===== config.mk =====
export PLATFORM = sky130hd
export DESIGN_NAME = lsu_top
export DESIGN_NICKNAME = d
export VERILOG_FILES = /design/src/source/lsu_pkg.sv /design/src/source/lsu_access_plan.sv /design/src/source/lsu_bus_sequencer.sv /design/src/source/lsu_load_align.sv /design/src/source/lsu_top.sv
export SDC_FILE = /design/constraint.sdc
export NUM_CORES = 1
export LEC_CHECK = 0
export BUFFER_PORTS_ARGS = -buffer_cell sky130_fd_sc_hd__buf_2
export CORE_ASPECT_RATIO = 1.4
export CORE_MARGIN = 4
export CORE_UTILIZATION = 50
export CTS_BUF_LIST = sky130_fd_sc_hd__clkbuf_4
export DETAILED_ROUTE_END_ITERATION = 8
export GPL_ROUTABILITY_DRIVEN = 0
export PLACE_DENSITY_LB_ADDON = 0.2
export SLEW_MARGIN = 5
export SYNTH_ARGS = -nofsm -noshare
export SYNTH_HDL_FRONTEND = slang
export SYNTH_HIERARCHICAL = 1
export SYNTH_SLANG_ARGS = --single-unit

===== constraint.sdc =====
create_clock -name i_clk -period 2.98 [get_ports i_clk]
set_input_delay 0.149 -clock i_clk [delete_from_list [all_inputs] [get_ports i_clk]]
set_output_delay 0.149 -clock i_clk [all_outputs]
set_load 0.005 [all_outputs]

===== src/source/lsu_pkg.sv =====
// ====================
// Load/store unit shared widths, size enum
// and the command, bus and access-plan structs
// ====================
package lsu_pkg;

    // ====================
    // Widths
    // ====================
    // Data and address width
    localparam int XLEN     = 32;
    // Byte lanes in one bus word
    localparam int NB_LANES = XLEN / 8;
    // Byte offset inside a word
    localparam int OFFSET_W = $clog2(NB_LANES);

    // ====================
    // Access size
    // ====================
    // The _U variants zero extend on loads
    // Stores treat them like the signed twin
    typedef enum logic [2:0] {
        LS_BYTE   = 3'd0,
        LS_BYTE_U = 3'd1,
        LS_HALF   = 3'd2,
        LS_HALF_U = 3'd3,
        LS_WORD   = 3'd4
    } ls_size_e;

    // ====================
    // Structs
    // ====================
    // One command from the memory stage
    typedef struct packed {
        logic            valid;
        logic            read;
        logic            write;
        ls_size_e        size;
        logic [XLEN-1:0] addr;
        logic [XLEN-1:0] wdata;
    } lsu_cmd_t;

    // One word-aligned bus access
    typedef struct packed {
        logic [XLEN-1:0]     addr;
        logic                we;
        logic [XLEN-1:0]     wdata;
        logic [NB_LANES-1:0] wstrb;
    } bus_beat_t;

    // Bus response, rvalid also acknowledges writes
    typedef struct packed {
        logic            gnt;
        logic            rvalid;
        logic [XLEN-1:0] rdata;
        logic            err;
    } bus_rsp_t;

    // Both beats of an access, hi_beat only used when crossing
    typedef struct packed {
        logic                crosses;
        logic [OFFSET_W-1:0] offset;
        bus_beat_t           lo_beat;
        bus_beat_t           hi_beat;
    } access_plan_t;

endpackage


===== src/source/lsu_access_plan.sv =====
// ====================
// Access planner: word split, crossing check,
// lane-shifted store data and strobes for both beats
// ====================
`timescale 1ns/1ps

module lsu_access_plan
    import lsu_pkg::*;
(
    input  lsu_cmd_t     i_cmd,
    output access_plan_t o_plan
);

    // ====================
    // Address split
    // ====================
    logic [OFFSET_W-1:0]   w_offset;
    logic [XLEN-1:0]       w_addr_lo;
    logic [XLEN-1:0]       w_addr_hi;
    // Offset in bits, 0/8/16/24
    logic [4:0]            w_shift;
    logic                  w_crosses;
    logic [XLEN-1:0]       w_wdata_raw;
    logic [NB_LANES-1:0]   w_wstrb_raw;
    logic [2*XLEN-1:0]     w_data_span;
    logic [2*NB_LANES-1:0] w_strb_span;

    assign w_offset  = i_cmd.addr[OFFSET_W-1:0];
    assign w_addr_lo = {i_cmd.addr[XLEN-1:OFFSET_W], {OFFSET_W{1'b0}}};
    // Next word up
    assign w_addr_hi = w_addr_lo + XLEN'(NB_LANES);
    assign w_shift   = {w_offset, 3'b000};

    // ====================
    // Crossing detect
    // ====================
    always_comb begin
        unique case (i_cmd.size)
            // Single byte always fits
            LS_BYTE, LS_BYTE_U: w_crosses = 1'b0;
            // Half spills only from the last lane
            LS_HALF, LS_HALF_U: w_crosses = (w_offset == 2'b11);
            LS_WORD:            w_crosses = (w_offset != 2'b00);
            default:            w_crosses = 1'b0;
        endcase
    end

    // ====================
    // Store lane formatting
    // ====================
    // Zero extend to access size, strobe follows the size
    always_comb begin
        unique case (i_cmd.size)
            LS_BYTE, LS_BYTE_U: begin
                w_wdata_raw = {24'd0, i_cmd.wdata[7:0]};
                w_wstrb_raw = 4'b0001;
            end
            LS_HALF, LS_HALF_U: begin
                w_wdata_raw = {16'd0, i_cmd.wdata[15:0]};
                w_wstrb_raw = 4'b0011;
            end
            default: begin
                w_wdata_raw = i_cmd.wdata;
                w_wstrb_raw = 4'b1111;
            end
        endcase
    end

    // Shift across two words, spill lands in the upper half
    assign w_data_span = {{XLEN{1'b0}}, w_wdata_raw} << w_shift;
    assign w_strb_span = {{NB_LANES{1'b0}}, w_wstrb_raw} << w_offset;

    // ====================
    // Plan output
    // ====================
    always_comb begin
        o_plan.crosses       = w_crosses;
        o_plan.offset        = w_offset;
        // Lower word, always issued
        o_plan.lo_beat.addr  = w_addr_lo;
        o_plan.lo_beat.we    = i_cmd.write;
        o_plan.lo_beat.wdata = w_data_span[XLEN-1:0];
        o_plan.lo_beat.wstrb = w_strb_span[NB_LANES-1:0];
        // Upper word, split accesses only
        o_plan.hi_beat.addr  = w_addr_hi;
        o_plan.hi_beat.we    = i_cmd.write;
        o_plan.hi_beat.wdata = w_data_span[2*XLEN-1:XLEN];
        o_plan.hi_beat.wstrb = w_strb_span[2*NB_LANES-1:NB_LANES];
    end

endmodule


===== src/source/lsu_bus_sequencer.sv =====
// ====================
// Bus sequencer FSM: one or two beats per command,
// grant tracking, error accumulation, completion
// ====================
`timescale 1ns/1ps

module lsu_bus_sequencer
    import lsu_pkg::*;
(
    input  logic         i_clk,
    input  logic         i_rst_n,
    input  lsu_cmd_t     i_cmd,
    input  access_plan_t i_plan,
    input  bus_rsp_t     i_dbus_rsp,
    output logic         o_dbus_req,
    output bus_beat_t    o_dbus_beat,
    output logic         o_capture_lo,
    output logic         o_beat_hi,
    output logic         o_busy,
    output logic         o_err
);

    typedef enum logic [1:0] {
        LSU_IDLE,
        // Aligned or non-crossing access
        LSU_SINGLE,
        // Lower word of a crossing access
        LSU_SPLIT_LO,
        // Upper word of a crossing access
        LSU_SPLIT_HI
    } lsu_state_e;

    lsu_state_e r_state;
    lsu_state_e w_state_next;
    // Current request already granted, waiting on rvalid
    logic       r_granted;
    // Error seen on the lower beat
    logic       r_err_acc;
    logic       w_mem_op;
    // Last beat answered this cycle
    logic       w_done;

    assign w_mem_op = i_cmd.valid && (i_cmd.read || i_cmd.write);

    // ====================
    // Next state and request
    // ====================
    always_comb begin
        w_state_next = r_state;
        o_dbus_req   = 1'b0;
        o_capture_lo = 1'b0;
        w_done       = 1'b0;
        unique case (r_state)
            LSU_IDLE: begin
                // Request goes out in the same cycle as the command
                if (w_mem_op) begin
                    o_dbus_req   = 1'b1;
                    w_state_next = i_plan.crosses ? LSU_SPLIT_LO : LSU_SINGLE;
                end
            end
            LSU_SINGLE: begin
                o_dbus_req = !r_granted;
                if (i_dbus_rsp.rvalid) begin
                    w_state_next = LSU_IDLE;
                    w_done       = 1'b1;
                end
            end
            LSU_SPLIT_LO: begin
                o_dbus_req = !r_granted;
                // Aligner keeps the lower word
                if (i_dbus_rsp.rvalid) begin
                    w_state_next = LSU_SPLIT_HI;
                    o_capture_lo = 1'b1;
                end
            end
            LSU_SPLIT_HI: begin
                // Fresh request starts the cycle after lower rvalid
                o_dbus_req = !r_granted;
                if (i_dbus_rsp.rvalid) begin
                    w_state_next = LSU_IDLE;
                    w_done       = 1'b1;
                end
            end
            default: w_state_next = LSU_IDLE;
        endcase
    end

    // Beat select, plan is stable while the command is held
    assign o_dbus_beat = (r_state == LSU_SPLIT_HI) ? i_plan.hi_beat : i_plan.lo_beat;
    assign o_beat_hi   = (r_state == LSU_SPLIT_HI);

    // ====================
    // State, grant, error
    // ====================
    always_ff @(posedge i_clk or negedge i_rst_n) begin
        if (!i_rst_n) begin
            r_state   <= LSU_IDLE;
            r_granted <= 1'b0;
            r_err_acc <= 1'b0;
        end else begin
            r_state <= w_state_next;
            // rvalid wins over grant, grant over state change
            if (i_dbus_rsp.rvalid) begin
                r_granted <= 1'b0;
            end else if (o_dbus_req && i_dbus_rsp.gnt) begin
                r_granted <= 1'b1;
            end else if (w_state_next != r_state) begin
                r_granted <= 1'b0;
            end
            // Cleared on the way back to idle
            if (w_state_next == LSU_IDLE) begin
                r_err_acc <= 1'b0;
            end else if (o_capture_lo && i_dbus_rsp.err) begin
                r_err_acc <= 1'b1;
            end
        end
    end

    // Busy drops in the completion cycle
    assign o_busy = w_mem_op && !w_done;
    assign o_err  = w_done && (r_err_acc || (i_dbus_rsp.rvalid && i_dbus_rsp.err));

    // ====================
    // Assertions
    // ====================
    // Pending request keeps its beat until the bus takes it
    a_beat_stable : assert property (@(posedge i_clk) disable iff (!i_rst_n)
        (o_dbus_req && !i_dbus_rsp.gnt) |=> (o_dbus_req && $stable(o_dbus_beat)))
        else $error("bus beat changed before grant");

    // No response without an outstanding beat
    a_no_idle_rvalid : assert property (@(posedge i_clk) disable iff (!i_rst_n)
        (r_state == LSU_IDLE) |-> !i_dbus_rsp.rvalid)
        else $error("rvalid received while idle");

    // Error only reported with a completing command
    a_err_on_done : assert property (@(posedge i_clk) disable iff (!i_rst_n)
        o_err |-> (i_cmd.valid && !o_busy))
        else $error("o_err outside a completion cycle");

endmodule


===== src/source/lsu_load_align.sv =====
// ====================
// Load aligner: lower-word capture, byte shift
// and sign or zero extension
// ====================
`timescale 1ns/1ps

module lsu_load_align
    import lsu_pkg::*;
(
    input  logic            i_clk,
    input  logic            i_rst_n,
    input  lsu_cmd_t        i_cmd,
    input  access_plan_t    i_plan,
    input  bus_rsp_t        i_dbus_rsp,
    input  logic            i_capture_lo,
    input  logic            i_beat_hi,
    output logic [XLEN-1:0] o_rdata
);

    // Lower word of a split load
    logic [XLEN-1:0]   r_lo_word;
    logic [2*XLEN-1:0] w_combined;
    logic [2*XLEN-1:0] w_shifted;
    logic [XLEN-1:0]   w_raw;
    logic [4:0]        w_shift;

    // ====================
    // Capture
    // ====================
    always_ff @(posedge i_clk) begin
        if (i_capture_lo) begin
            r_lo_word <= i_dbus_rsp.rdata;
        end
    end

    // ====================
    // Combine and shift
    // ====================
    // Upper beat: new word over the stored one
    // Otherwise the live word alone
    assign w_combined = i_beat_hi ? {i_dbus_rsp.rdata, r_lo_word}
                                  : {{XLEN{1'b0}}, i_dbus_rsp.rdata};
    assign w_shift    = {i_plan.offset, 3'b000};
    assign w_shifted  = w_combined >> w_shift;
    assign w_raw      = w_shifted[XLEN-1:0];

    // ====================
    // Extension
    // ====================
    always_comb begin
        unique case (i_cmd.size)
            LS_BYTE:   o_rdata = {{24{w_raw[7]}}, w_raw[7:0]};
            LS_BYTE_U: o_rdata = {24'd0, w_raw[7:0]};
            LS_HALF:   o_rdata = {{16{w_raw[15]}}, w_raw[15:0]};
            LS_HALF_U: o_rdata = {16'd0, w_raw[15:0]};
            LS_WORD:   o_rdata = w_raw;
            default:   o_rdata = w_raw;
        endcase
    end

    // ====================
    // Assertions
    // ====================
    // Capture only on crossing commands, upper beat follows next cycle
    a_capture_split : assert property (@(posedge i_clk) disable iff (!i_rst_n)
        i_capture_lo |-> (i_cmd.valid && i_plan.crosses) ##1 i_beat_hi)
        else $error("lower-word capture outside a split access");

endmodule


===== src/source/lsu_top.sv =====
// ====================
// Load/store unit top: planner, bus sequencer
// and load aligner
// ====================
`timescale 1ns/1ps

module lsu_top
    import lsu_pkg::*;
(
    input  logic            i_clk,
    input  logic            i_rst_n,

    // Command from memory stage
    input  lsu_cmd_t        i_cmd,

    // Data bus
    output logic            o_dbus_req,
    output bus_beat_t       o_dbus_beat,
    input  bus_rsp_t        i_dbus_rsp,

    // Result, valid in the completion cycle
    output logic [XLEN-1:0] o_rdata,
    output logic            o_busy,
    output logic            o_err
);

    access_plan_t w_plan;
    // Lower rvalid of a split access
    logic         w_capture_lo;
    // Upper beat in progress
    logic         w_beat_hi;

    // ====================
    // Input side
    // ====================
    lsu_access_plan plan_i (
        .i_cmd  (i_cmd),
        .o_plan (w_plan)
    );

    // ====================
    // Bus sequencing
    // ====================
    lsu_bus_sequencer seq_i (
        .i_clk        (i_clk),
        .i_rst_n      (i_rst_n),
        .i_cmd        (i_cmd),
        .i_plan       (w_plan),
        .i_dbus_rsp   (i_dbus_rsp),
        .o_dbus_req   (o_dbus_req),
        .o_dbus_beat  (o_dbus_beat),
        .o_capture_lo (w_capture_lo),
        .o_beat_hi    (w_beat_hi),
        .o_busy       (o_busy),
        .o_err        (o_err)
    );

    // ====================
    // Output side
    // ====================
    lsu_load_align align_i (
        .i_clk        (i_clk),
        .i_rst_n      (i_rst_n),
        .i_cmd        (i_cmd),
        .i_plan       (w_plan),
        .i_dbus_rsp   (i_dbus_rsp),
        .i_capture_lo (w_capture_lo),
        .i_beat_hi    (w_beat_hi),
        .o_rdata      (o_rdata)
    );

endmodule


# [Word-level counts from Yosys, hierarchy flattened]
# Index checks and enable logic that the tools add are counted.
[classes] addsub=1 n_eq_ne=9 n_shift=3 n_mux=21 n_reduce_logical=20
[op_table] operator="32-bit one-hot mux with 4 select lines" n=1
[op_table] operator="69-bit two-way mux" n=1
[op_table] operator="64-bit two-way mux" n=1
[op_table] operator="32-bit one-hot mux with 2 select lines" n=1
[op_table] operator="32-bit by 5-bit left shift with 64-bit output" n=1
[op_table] operator="64-bit by 5-bit right shift with 32-bit output" n=1
[op_table] operator="32-bit by 3-bit adder with 32-bit output (second input constant)" n=1
[op_table] operator="1-bit two-way mux" n=9
[op_table] operator="2-bit two-way mux" n=4
[op_table] operator="4-bit one-hot mux with 2 select lines" n=1
[op_table] operator="4-bit by 2-bit left shift with 8-bit output" n=1
[op_table] operator="2-bit equality test (second input constant)" n=3
[op_table] operator="3-bit by 2-bit equality test with 1-bit output (second input constant)" n=2
[op_table] operator="1-bit logical AND" n=6
[op_table] operator="2-bit one-hot mux with 3 select lines" n=1
[op_table] operator="2-bit OR reduction" n=3
[op_table] operator="2-bit zero test" n=2
[op_table] operator="1-bit one-hot mux with 2 select lines" n=2
[op_table] operator="2-bit nonzero test" n=2
[op_table] operator="3-bit by 1-bit equality test with 1-bit output (second input constant)" n=1
[op_table] operator="3-bit equality test (second input constant)" n=1
[op_table] operator="3-bit zero test" n=1
[op_table] operator="3-bit nonzero test" n=1
[op_table] operator="3-bit OR reduction" n=1
[op_table] operator="other kinds (4)" n=6
[word_totals] out_inout_bits=104 register_bits=36 in_bits=107

# [Logic depth before layout (Yosys ltp)]
# Gate-level depths: netlist of the first run.
[depth] word_depth=10 mapped_depth=11 ltp_nobuf=6

# [Modules after synthesis]
# Netlist of the first run, hierarchy kept.
[by_module_without_submodules] module="lsu_load_align" seq_area_each_um2=960.9 area_per_inst_um2=2469.9 instances=1 cells_per_inst=243
[by_module_without_submodules] module="lsu_access_plan" seq_area_each_um2=0.0 area_per_inst_um2=1878.1 instances=1 cells_per_inst=297
[by_module_without_submodules] module="lsu_bus_sequencer" seq_area_each_um2=100.1 area_per_inst_um2=1443.9 instances=1 cells_per_inst=107

# [Least setup slack after synthesis of the first run]
# No wires, ideal clock.
[synth_timing] kind="flip-flop to flip-flop" startpoint="register seq_i.r_state[0]" endpoint="register align_i.r_lo_word[0] (enable)" setup_ns=0.421 arrival_ns=1.853 path_buffers=1 setup_slack_ns=0.706 period_less_slack_ns=2.274 required_time_ns=2.559 path_stages_with_launch=3 path_cell_list="dfrtp_1 > buf_6 > nor2_1"
[synth_via] elab_chain_len=2
[synth_rtl] item="start, declared" line_no="lsu_bus_sequencer.sv:33" text="lsu_state_e r_state;"
[synth_rtl] item="start signal, assigned" line_no="lsu_bus_sequencer.sv:101" text="r_state <= w_state_next;"
[synth_rtl] item="2-bit equality test" line_no="lsu_bus_sequencer.sv:53" text="unique case (r_state)"
[synth_rtl] item="1-bit two-way mux" line_no="lsu_bus_sequencer.sv:53"
[synth_rtl] item="via w_capture_lo" line_no="lsu_top.sv:29" text="logic w_capture_lo;"
[synth_rtl] item="end signal, assigned" line_no="lsu_load_align.sv:32" text="r_lo_word <= i_dbus_rsp.rdata;"
[synth_rtl] item="end, declared" line_no="lsu_load_align.sv:21" text="logic [XLEN-1:0] r_lo_word;"
# The timed path passes the listed nets, and every way through them passes these cells.
# A chain may end at the register's enable or synchronous reset.

# [Final worst setup path of the first run]
[layout_timing] startpoint="register seq_i.r_state[0]" endpoint="output port o_rdata[26]"
[layout_via] elab_chain_len=4
[layout_rtl] item="2-bit equality test" line_no="lsu_bus_sequencer.sv:90" text="assign o_beat_hi = (r_state == LSU_SPLIT_HI);"
[layout_rtl] item="via w_beat_hi" line_no="lsu_top.sv:31" text="logic w_beat_hi;"
[layout_rtl] item="64-bit two-way mux" line_no="lsu_load_align.sv:41" text="assign w_combined = i_beat_hi ? {i_dbus_rsp.rdata, r_lo_word}"
[layout_rtl] item="64-bit by 5-bit right shift with 32-bit output" line_no="lsu_load_align.sv:44" text="assign w_shifted = w_combined >> w_shift;"
[layout_rtl] item="32-bit one-hot mux with 4 select lines" line_no="lsu_load_align.sv:51" text="unique case (i_cmd.size)"
[layout_rtl] item="end, declared" line_no="lsu_top.sv:22" text="output logic [XLEN-1:0] o_rdata,"
# The timed path passes the listed nets, and every way through them passes these cells.

==> results of run 1 <==
## cell type report
cell class | count | area share, %
antenna | 1 | 0.0374
clock buffer | 6 | 0.674
clock inverter | 2 | 0.524
inverter | 11 | 0.618
multi-input combinational | 512 | 59.3
sequential | 36 | 15.9
tap | 144 | 2.69
timing repair buffer | 241 | 20.3
## power by group
part	internal, mW	total [mW]	switching [mW]
sequential	0.581	0.608	0.0271
clock	0.185	0.359	0.174
combinational	0.535	1.07	0.532
total	1.30	2.03	0.733
## critical path, stage by stage, from the launching register on
cell and delay [ns]:
dfrtp_1 0.51, and2_4 0.39, mux2i_1 0.46, nand3_1 0.22, o2111ai_4 0.28, o2111ai_1 0.22
buf_2 0.19
## per-stage QoR
step / power, mW / util (%)
5_1_grt: 2.16 / 59.0
2_1_floorplan: 1.39 / -
3_3_place_gp: 1.64 / 56.3
4_1_cts: 2.04 / 58.9
6_report: 2.03 / 59.0
3_5_place_dp: 1.66 / 56.3
## flip-flops by register name, indices dropped and copies added (netlist names)
register / cells
seq_i/r_err_acc: 1
seq_i/r_granted: 1
align_i/r_lo_word: 32
seq_i/r_state: 2
## logic make-up after synthesis
family                   Yosys count
flip-flops                        36
other                              1
AO/OA/AOI/OAI                    140
AND/OR/NAND/NOR                  205
buffers and inverters            111
adder cells (fa/ha/maj)            1
XOR/XNOR                          28
multiplexers                     125
## metal layers
metal  vias to the layer above  GRT usage [%]
li1                       2635              -
met4                         0           9.87
met1                      2525           26.3
met3                        38           4.38
met2                       252           41.1
met5                         -              0
## worst max path at each step
stage | from | endpoint
finish | seq_i/r_state[0] | o_rdata[26]
floorplan | seq_i/r_state[0] | align_i/r_lo_word[0]
global placement | seq_i/r_state[0] | o_rdata[17]
CTS | seq_i/r_state[0] | o_rdata[17]
global route | seq_i/r_state[0] | o_rdata[26]
detailed placement | seq_i/r_state[0] | o_rdata[17]
## layout by cell type, fill, tap and decap left out, types with 11 or more instances in the layout
master	Yosys	layout
dlygate4sd3_1	0	21
edfxtp_1	32	32
a21oi_1	22	22
nand2_1	39	39
buf_2	10	207
inv_1	11	11
mux2i_1	32	32
and3_1	12	12
nor2_1	54	53
conb_1	1	13
and2_1	17	17
nand3_1	41	40
o211ai_1	14	14
mux2_4	71	71
o21ai_0	53	53
buf_4	52	12
mux2_2	22	22
xor2_1	18	18
## timing repair
action / CTS / global route
hold endpoints to repair: 24 / 0
hold buffers: 21 / 0
gates resized for setup: 0 / 1
setup endpoints to repair: 0 / 9
==> key figures, run 1 <==
Critical path
  – Critical Path AT: about 2.6 ns
  – Worst setup SP type: flip-flop
  – Crit path max fanout: 24
  – RR Startpoint: seq_i/r_state[1]
  – Setup crit end kind: output port
  – R2R cell count: 3
  – Worst R2R End: align_i/r_lo_word[28]
  – Worst endpoint required time: ~2.8 ns
  – R2R setup slack: 1.58 ns
  – CP Class: reg2out

Detailed routing
  – Remaining antenna violation count: 0
  – Post-Route WL: roughly 16 mm
  – Vias post-DR: 5,450
  – Uppermost layer routed: met4
  – Met2 wire length: roughly 8.4 mm
  – 1st-iter DRT viols: around 240
  – M1 WL: a little over 6 mm
  – Met3 wire len: ~1.4 mm
  – Count of TritonRoute iterations in the first routing pass: 5
  – Via/cell ratio: ~5.7
  – Wire per inst: around 17 um
  – DR DRC count: 0

Yosys
  – Post-Synth XOR/XNOR Area: about 4.2%
  – Multiplexer share of the synthesized area: between 20% and 30%
  – Synth Area in Adders: less than 1%
  – Simple-gate share of the synthesized area: just under 20%
  – Netlist cell types: 58
  – Synth Flop Type: edfxtp_1
  – Number of flops mapped to enable cells by yosys: 32
  – Syn Area/Cell: ~9.0 sq um
  – Post-Synthesis Cells: between 600 and 700
  – Compound-cell area share of the yosys netlist: between 15 and 20%
  – Synthesized area: between 5000 and 6000 sq um
  – Main combinational cell family by area after synthesis: multiplexers
  – Synth top area cells: mux2_4 18%, edfxtp_1 17%, buf_4 6.7%
  – Post-synth ARST share: 11.1%
  – Cell taking the most area after synthesis: mux2_4
  – Synth top area share: a little under a fifth
  – Seq cells post-synth: 36
  – Yosys warning count: 6
  – Most frequent cell after synthesis: mux2_4
  – Sequential area share after synthesis: 18.3%
  – Top cells by count, synth: 71 x mux2_4, 54 x nor2_1, 53 x o21ai_0, 52 x buf_4, 41 x nand3_1

Floorplan
  – Initial Utilization: between 50 and 60%
  – Top Ports: roughly 210
  – Die W: roughly 99 um
  – Die Y-Extent: 135 um
  – Die area: 13,400 sq um
  – Core region area: 11,300 sq um
  – Row Count: 46

Clocking
  – CTS root buf: clkbuf_4
  – TritonCTS clock tree: yes
  – H-tree levels: 2
  – Clk pin slew, worst setup/hold paths: between 0.1 and 0.15 ns
  – Post-CTS Setup Inserts: 0
  – Worst-Skew Late Latency: between 0.3 and 0.4 ns
  – CTS Buffer Depth: 2
  – CTS buffer count: 5
  – Clk sinks: 36

Cells and area
  – Nets@finish: about 900
  – # fillers: about 1.0k
  – Share of cells above drive strength 1: 42.9%
  – Multi-input gate area: about 4000 sq um
  – Area grow syn2layout: 15.4%
  – Final Cell Area: between 6000 and 7000 sq um
  – Final Instance Count excl. Fillers: 953
  – Register area: around 1100 sq um

Timing
  – Fmax: 360 MHz
  – Slew @ Worst Pin: ~0.68 ns
  – Final WS setup: roughly 0.2 ns
  – Clock period minus worst slack: around 2.8 ns
  – Final-report max-slew violation count: 0
  – Layout Skew: between 0.01 and 0.015 ns
  – RSZ-0062 raised after global routing: no
  – Max_slew headroom: between 50% and 60%
  – Final hold slack: between 0.02 and 0.03 ns
  – Final clock period utilization by the worst path: 93.3%
  – Endpoints failing hold: 0
  – Final setup fails: 0
  – Final TNS setup: 0 ns

Placed design
  – Port Buf Inserts: roughly 210
  – DP Worst Slack: 0.557 ns
  – Post-Place Cell Area: 6390 sq um
  – Detail Placement HPWL: between 10 and 15 mm
  – DP Cell Count: 923

GRT
  – First-pass GRT wire length: 25.6 mm
  – Vias in the first global route: ~5.3k
  – Total GRT Usage: 22.9%
  – Initial antenna violation count: 1
  – Largest net degree at the start of global routing: 46
  – Total grt overflow: 0

Pwr
  – Pwr/cell area: 304 nW/um^2
  – Leak: ~3.0 nW
  – Peak VDD IR: between 0.15 and 0.2 mV

Min path
  – Hold/Removal Path Class: in2reg
  – Hold_sp: i_dbus_rsp[9]
  – Hold path endpoint: align_i/r_lo_word[8]
  – Worst Hold Depth: 1

Job
  – Max capacitance violation total: 0

Status
  – Status: completed
(Power assumes the default switching activity.)
==> run 2: changes to the inputs <==
CORE_UTILIZATION = 49   (was 50)
REMOVE_ABC_BUFFERS = 1   (was default)
SYNTH_HIERARCHICAL = default   (was 1)
==> key figures, run 2 <==
Status
  – Status: completed

Timing
  – Final TNS setup: 0 ns
  – Final clock period utilization by the worst path: 94.6%
  – Endpoints failing hold: 0
  – RSZ-0062 raised after global routing: no
  – Clock period minus worst slack: around 2.8 ns
  – Final setup fails: 0
  – Max_slew headroom: under 10%
  – Final WS setup: around 0.16 ns
  – Layout Skew: about 0.01 ns
  – Final hold slack: 0.0228 ns
  – Slew @ Worst Pin: 1.35 ns
  – Final-report max-slew violation count: 0
  – Fmax: 355 MHz

GRT
  – Vias in the first global route: 4,827
  – Initial antenna violation count: 0
  – Total GRT Usage: around 28%
  – First-pass GRT wire length: between 20 and 25 mm
  – Largest net degree at the start of global routing: 40
  – Total grt overflow: 0

Cells and area
  – Most frequent cells in the layout: 207 x buf_2, 49 x nand2_1, 35 x mux2i_1
  – Biggest register: align_i.r_lo_word
  – Largest registers: align_i.r_lo_word x32, seq_i.r_state x2
  – Commonest non-fill, non-tap cell in the layout: buf_2
  – Area grow syn2layout: 23.5%
  – Share of cells above drive strength 1: a little over two fifths
  – # diodes: 0
  – # fillers: slightly above 800
  – Final Util: 62.1%
  – Nets@finish: just under 800
  – Largest register FFs: 32

Detailed routing
  – Remaining antenna violation count: 0
  – Wire per inst: ~21 um
  – Post-Route WL: 16.3 mm
  – Via/cell ratio: roughly 6.5
  – DR DRC count: 0
  – Vias post-DR: between 5k and 6k
  – Count of TritonRoute iterations in the first routing pass: 5
  – 1st-iter DRT viols: approximately 430

Pwr
  – Leak: between 2 and 3 nW
  – Pwr Total: between 2 and 3 mW
  – Pwr/cell area: 475 nW/um^2
  – Peak VDD IR: roughly 0.32 mV

Critical path
  – Critical Path AT: around 2.7 ns
  – CP max stage delay: around 1.0 ns
  – Worst endpoint required time: roughly 2.8 ns
  – Crit path max fanout: 20
  – Cell Chain, Critical Path: and2_4, nor3_2, a22oi_1, o221ai_2, buf_2
  – Worst setup SP type: flip-flop
  – Setup crit end kind: output port
  – Critical path's slowest cell: nor3_2
  – CP Class: reg2out

Clocking
  – TritonCTS clock tree: yes
  – CTS root buf: clkbuf_4
  – Post-cts resize count: 0
  – Worst-Skew Late Latency: 0.35 ns
  – Clk sinks: 36
  – CTS buffer count: 5
  – Post-CTS Setup Inserts: 0
  – H-tree levels: 2
  – CTS Buffer Depth: 2
  – Clk pin slew, worst setup/hold paths: 0.11 ns
  – Hold-fix buffers, CTS: 3

Floorplan
  – Die W: 89.6 um
  – Die area: 10,900 sq um
  – Initial Utilization: between 50 and 60%
  – Core region area: ~9000 sq um
  – Row Count: approximately 40
  – Die Y-Extent: 122 um
  – Top Ports: between 200 and 250

Yosys
  – Yosys warning count: 0
  – Post-synth ARST share: 11.1%
  – Synth Flop Type: edfxtp_1
  – Top cells by count, synth: 49 x nand2_1, 35 x mux2i_1, 32 x edfxtp_1, 30 x nor2_1, 24 x xnor2_1
  – Seq cells post-synth: 36
  – Sequential area share after synthesis: between 20% and 30%
  – Netlist cell types: 66
  – Synthesized area: 4560 sq um
  – Number of flops mapped to enable cells by yosys: 32
  – Synth top area share: around a fifth
  – Syn Area/Cell: 9.07 sq um
  – Synth top area cells: edfxtp_1 21%, mux2i_1 7.7%, mux4_2 6.9%
  – Cell taking the most area after synthesis: edfxtp_1
  – Most frequent cell after synthesis: nand2_1
  – Post-Synthesis Cells: 503

Placed design
  – Detail Placement HPWL: 12.2 mm
  – DP Worst Slack: between 0.5 and 0.6 ns
  – Port Buf Inserts: about 210

Min path
  – Hold/Removal Path Class: in2reg

Job
  – Max capacitance violation total: 0
run 2: changes by cell type after synthesis, sizes merged, moves of 11 or more:
cell    delta
xor2      -13
a21oi     -11
nand3     -28
nand2     +11
and2      -17
nor2      -24
mux2      -76
o21a      +14
mux4      +14
xnor2     +14
o21ai     -28
o211ai    -12
buf       -45
run 2: worst paths after layout:
| check | start | endpoint | slack (ns) | cells after the start |
|---|---|---|---|---|
| setup / recovery | seq_i.r_state[1] | o_rdata[24] | 0.16 | 5 |
| hold / removal | i_dbus_rsp[15] | align_i.r_lo_word[14] | 0.02 | 1 |
| max in group asynchronous | i_rst_n | seq_i.r_state[1] | 2.75 | 2 |
| setup reg to reg | seq_i.r_state[1] | align_i.r_lo_word[20] | 1.20 | 4 |
| min in group asynchronous | i_rst_n | seq_i.r_granted | 0.11 | 2 |
| hold reg to reg | seq_i.r_granted | seq_i.r_granted | 0.61 | 2 |
run 2: kinds of logic after synthesis:
group / count (synthesis) / share of synthesized area, %
muxes: 67 / 19.1
and+or+nand+nor: 143 / 15.5
AOI/OAI and AO/OA: 162 / 28.6
DFF: 36 / 23.2
xor gates and xnor gates: 29 / 5.56
other: 1 / 0.0822
adders and majority gates: 1 / 0.274
buffers and inverters: 64 / 7.67
run 2: area by class of cell:
cell class,count,area (sq um),area share [%]
Multi-Input combinational cell,404,3160,56.0
Tap cell,107,134,2.37
Sequential cell,36,1060,18.8
Timing Repair Buffer,226,1200,21.3
Inverter,11,41.3,0.732
Clock buffer,5,37.5,0.666
Clock inverter,2,7.51,0.133
run 2: worst max-delay path, delay by kind of cell, from the launching register on:
kind | cells | cell delay [ns]
and+or+nand+nor | 2 | 1.30
AOI/OAI and AO/OA | 2 | 0.47
DFF | 1 | 0.39
buffers and inverters | 1 | 0.16
run 2: metal layers:
metal	wire, um	part of all wire, %	global-route usage (%)
met1	6040	37	34.6
met2	8300	51	49.2
met3	1500	9.2	4.06
met4	460	2.8	11.6
met5	0	0	0
run 2: through the flow:
stage	instances	instance area (sq um)
3_3_place_gp	781	5560
5_1_grt	791	5640
3_5_place_dp	781	5560
2_1_floorplan	451	4260
6_report	791	5640
4_1_cts	791	5640
run 2: power breakdown:
group          internal, mW  total [mW]  leakage, nW  switching (mW)
logic                 0.756        1.74         2.17           0.988
clock network        0.0824       0.250       0.0261           0.168
registers             0.644       0.682        0.341          0.0377
==> run 3: changes to the inputs <==
clock period = 2.8 ns   (was 2.98 ns; I/O delays follow)
==> key figures, run 3 (synthesis gave the netlist of run 2 again) <==
Detailed routing
  – Post-Route WL: 16.1 mm
  – 1st-iter DRT viols: 459
  – Wire per inst: ~20 um
  – DR DRC count: 0
  – Remaining antenna violation count: 0
  – Via/cell ratio: between 6 and 7
  – Count of TritonRoute iterations in the first routing pass: 6
  – Vias post-DR: 5,101

Cells and area
  – # fillers: between 800 and 900
  – Final Cell Area: 5670 sq um
  – Final Util: 62.5%
  – Largest register FFs: 32
  – # diodes: 0
  – Share of cells above drive strength 1: between 40 and 50%
  – Largest registers: align_i.r_lo_word x32, seq_i.r_state x2
  – Biggest register: align_i.r_lo_word
  – Nets@finish: slightly below 800
  – Commonest non-fill, non-tap cell in the layout: buf_2
  – Area grow syn2layout: 24.3%
  – Most frequent cells in the layout: 207 x buf_2, 49 x nand2_1, 35 x mux2i_1

Timing
  – Final hold slack: between 0.00008 and 0.00009 ns
  – RSZ-0062 raised after global routing: no
  – Layout Skew: ~0.0034 ns
  – Endpoints failing hold: 0
  – Final setup fails: 0
  – Max_slew headroom: 40.2%
  – Final-report max-slew violation count: 0
  – Final clock period utilization by the worst path: 94.3%
  – Fmax: approximately 380 MHz
  – Final TNS setup: 0 ns
  – Slew @ Worst Pin: a little under 0.9 ns
  – Clock period minus worst slack: between 2 and 3 ns

Placed design
  – Post-Place Cell Area: ~5600 sq um
  – Detail Placement HPWL: between 10 and 15 mm
  – Port Buf Inserts: about 210

Min path
  – Hold/Removal Path Class: in2reg

Pwr
  – Peak VDD IR: about 0.33 mV
  – Combinational power share: between 60% and 70%
  – Int Power: ~1.6 mW
  – Register share of total power: 26.1%
  – Clk network pwr share: 10.4%
  – Pwr/cell area: ~500 nW/um^2
  – Switch Pwr: ~1.3 mW
  – Switch share: 44.2%
  – Leak: approximately 2.6 nW

GRT
  – First-pass GRT wire length: between 20 and 25 mm
  – Total GRT Usage: about 28%
  – Total grt overflow: 0
  – Largest net degree at the start of global routing: 102
  – Vias in the first global route: around 4.8k
  – Initial antenna violation count: 0

Clocking
  – CTS root buf: clkbuf_4
  – Clk pin slew, worst setup/hold paths: approximately 0.11 ns
  – TritonCTS clock tree: yes
  – Worst-Skew Late Latency: between 0.3 and 0.4 ns
  – CTS Buffer Depth: 2
  – H-tree levels: 2
  – CTS buffer count: 5
  – Clk sinks: 36

Critical path
  – CP Class: reg2out
  – Critical Path AT: about 2.5 ns
  – Worst setup SP type: flip-flop
  – Worst endpoint required time: about 2.7 ns
  – Setup crit end kind: output port
  – Crit path max fanout: 17
  – R2R setup slack: between 1 and 1.5 ns

Floorplan
  – Core region area: just over 9000 sq um
  – Die Y-Extent: ~120 um
  – Row Count: just over 40
  – Die W: 89.6 um
  – Top Ports: between 200 and 250
  – Die area: around 11,000 sq um
  – Initial Utilization: between 50% and 60%

Job
  – Max capacitance violation total: 0

Status
  – Status: completed
run 3: worst paths after layout:
check / from / to / depth (start not counted)
setup reg to reg: seq_i.r_state[0] / align_i.r_lo_word[23] / 3
max in group asynchronous: i_rst_n / seq_i.r_state[1] / 2
setup / recovery: seq_i.r_state[0] / o_rdata[17] / 5
min in group asynchronous: i_rst_n / seq_i.r_granted / 2
hold / removal: i_dbus_rsp[32] / align_i.r_lo_word[31] / 1
hold reg to reg: seq_i.r_err_acc / seq_i.r_err_acc / 2
run 3: cell type report:
type	count	area [sq um]	share of cell area, %
Clock buffer	7	52.6	0.927
Clock inverter	1	3.75	0.0662
Inverter	11	41.3	0.728
Multi-Input combinational cell	404	3180	56.1
Sequential cell	36	1060	18.7
Tap cell	107	134	2.36
Timing Repair Buffer	225	1200	21.1
run 3: metrics by stage:
step | cells | power, mW | setup slack, ns
finish | 791 | 2.89 | 0.159
global route | 791 | 3.07 | 0.0331
CTS | 790 | 2.86 | 0.0893
detailed placement | 781 | 2.56 | 0.377
global placement | 781 | 2.54 | 0.462
floorplan | 451 | 1.80 | 0.113
run 3: power groups by stage:
stage | logic, mW | clock network [mW] | registers, mW
after detailed placement | 1.80 | 0 | 0.763
after global routing | 1.98 | 0.320 | 0.765
after CTS | 1.81 | 0.298 | 0.750
after floorplan | 1.02 | 0 | 0.779
final | 1.83 | 0.299 | 0.755
after global placement | 1.79 | 0 | 0.754
run 3: what timing repair did:
action / 4_1_cts / 5_1_grt
hold endpoints to repair: 4 / 1
setup buffers: 0 / 0
gates resized for setup: 1 / 6
setup endpoints to repair: 1 / 18
hold buffers: 1 / 1
gates cloned: 0 / 0
run 3: worst max-delay path: stages, from the launching register on:
cell and delay, ns:
dfrtp_1 0.50, and2_4 0.31, mux2_2 0.40, o2bb2ai_4 0.51, o221ai_1 0.25, buf_2 0.18
run 3: routing by layer:
metal / vias to the layer above / routed length (um) / track usage [%]
met5: - / 0 / 0
met4: 0 / 484 / 9.12
met3: 38 / 1510 / 3.92
met2: 301 / 8030 / 48.5
met1: 2418 / 6120 / 35.9
li1: 2344 / - / -
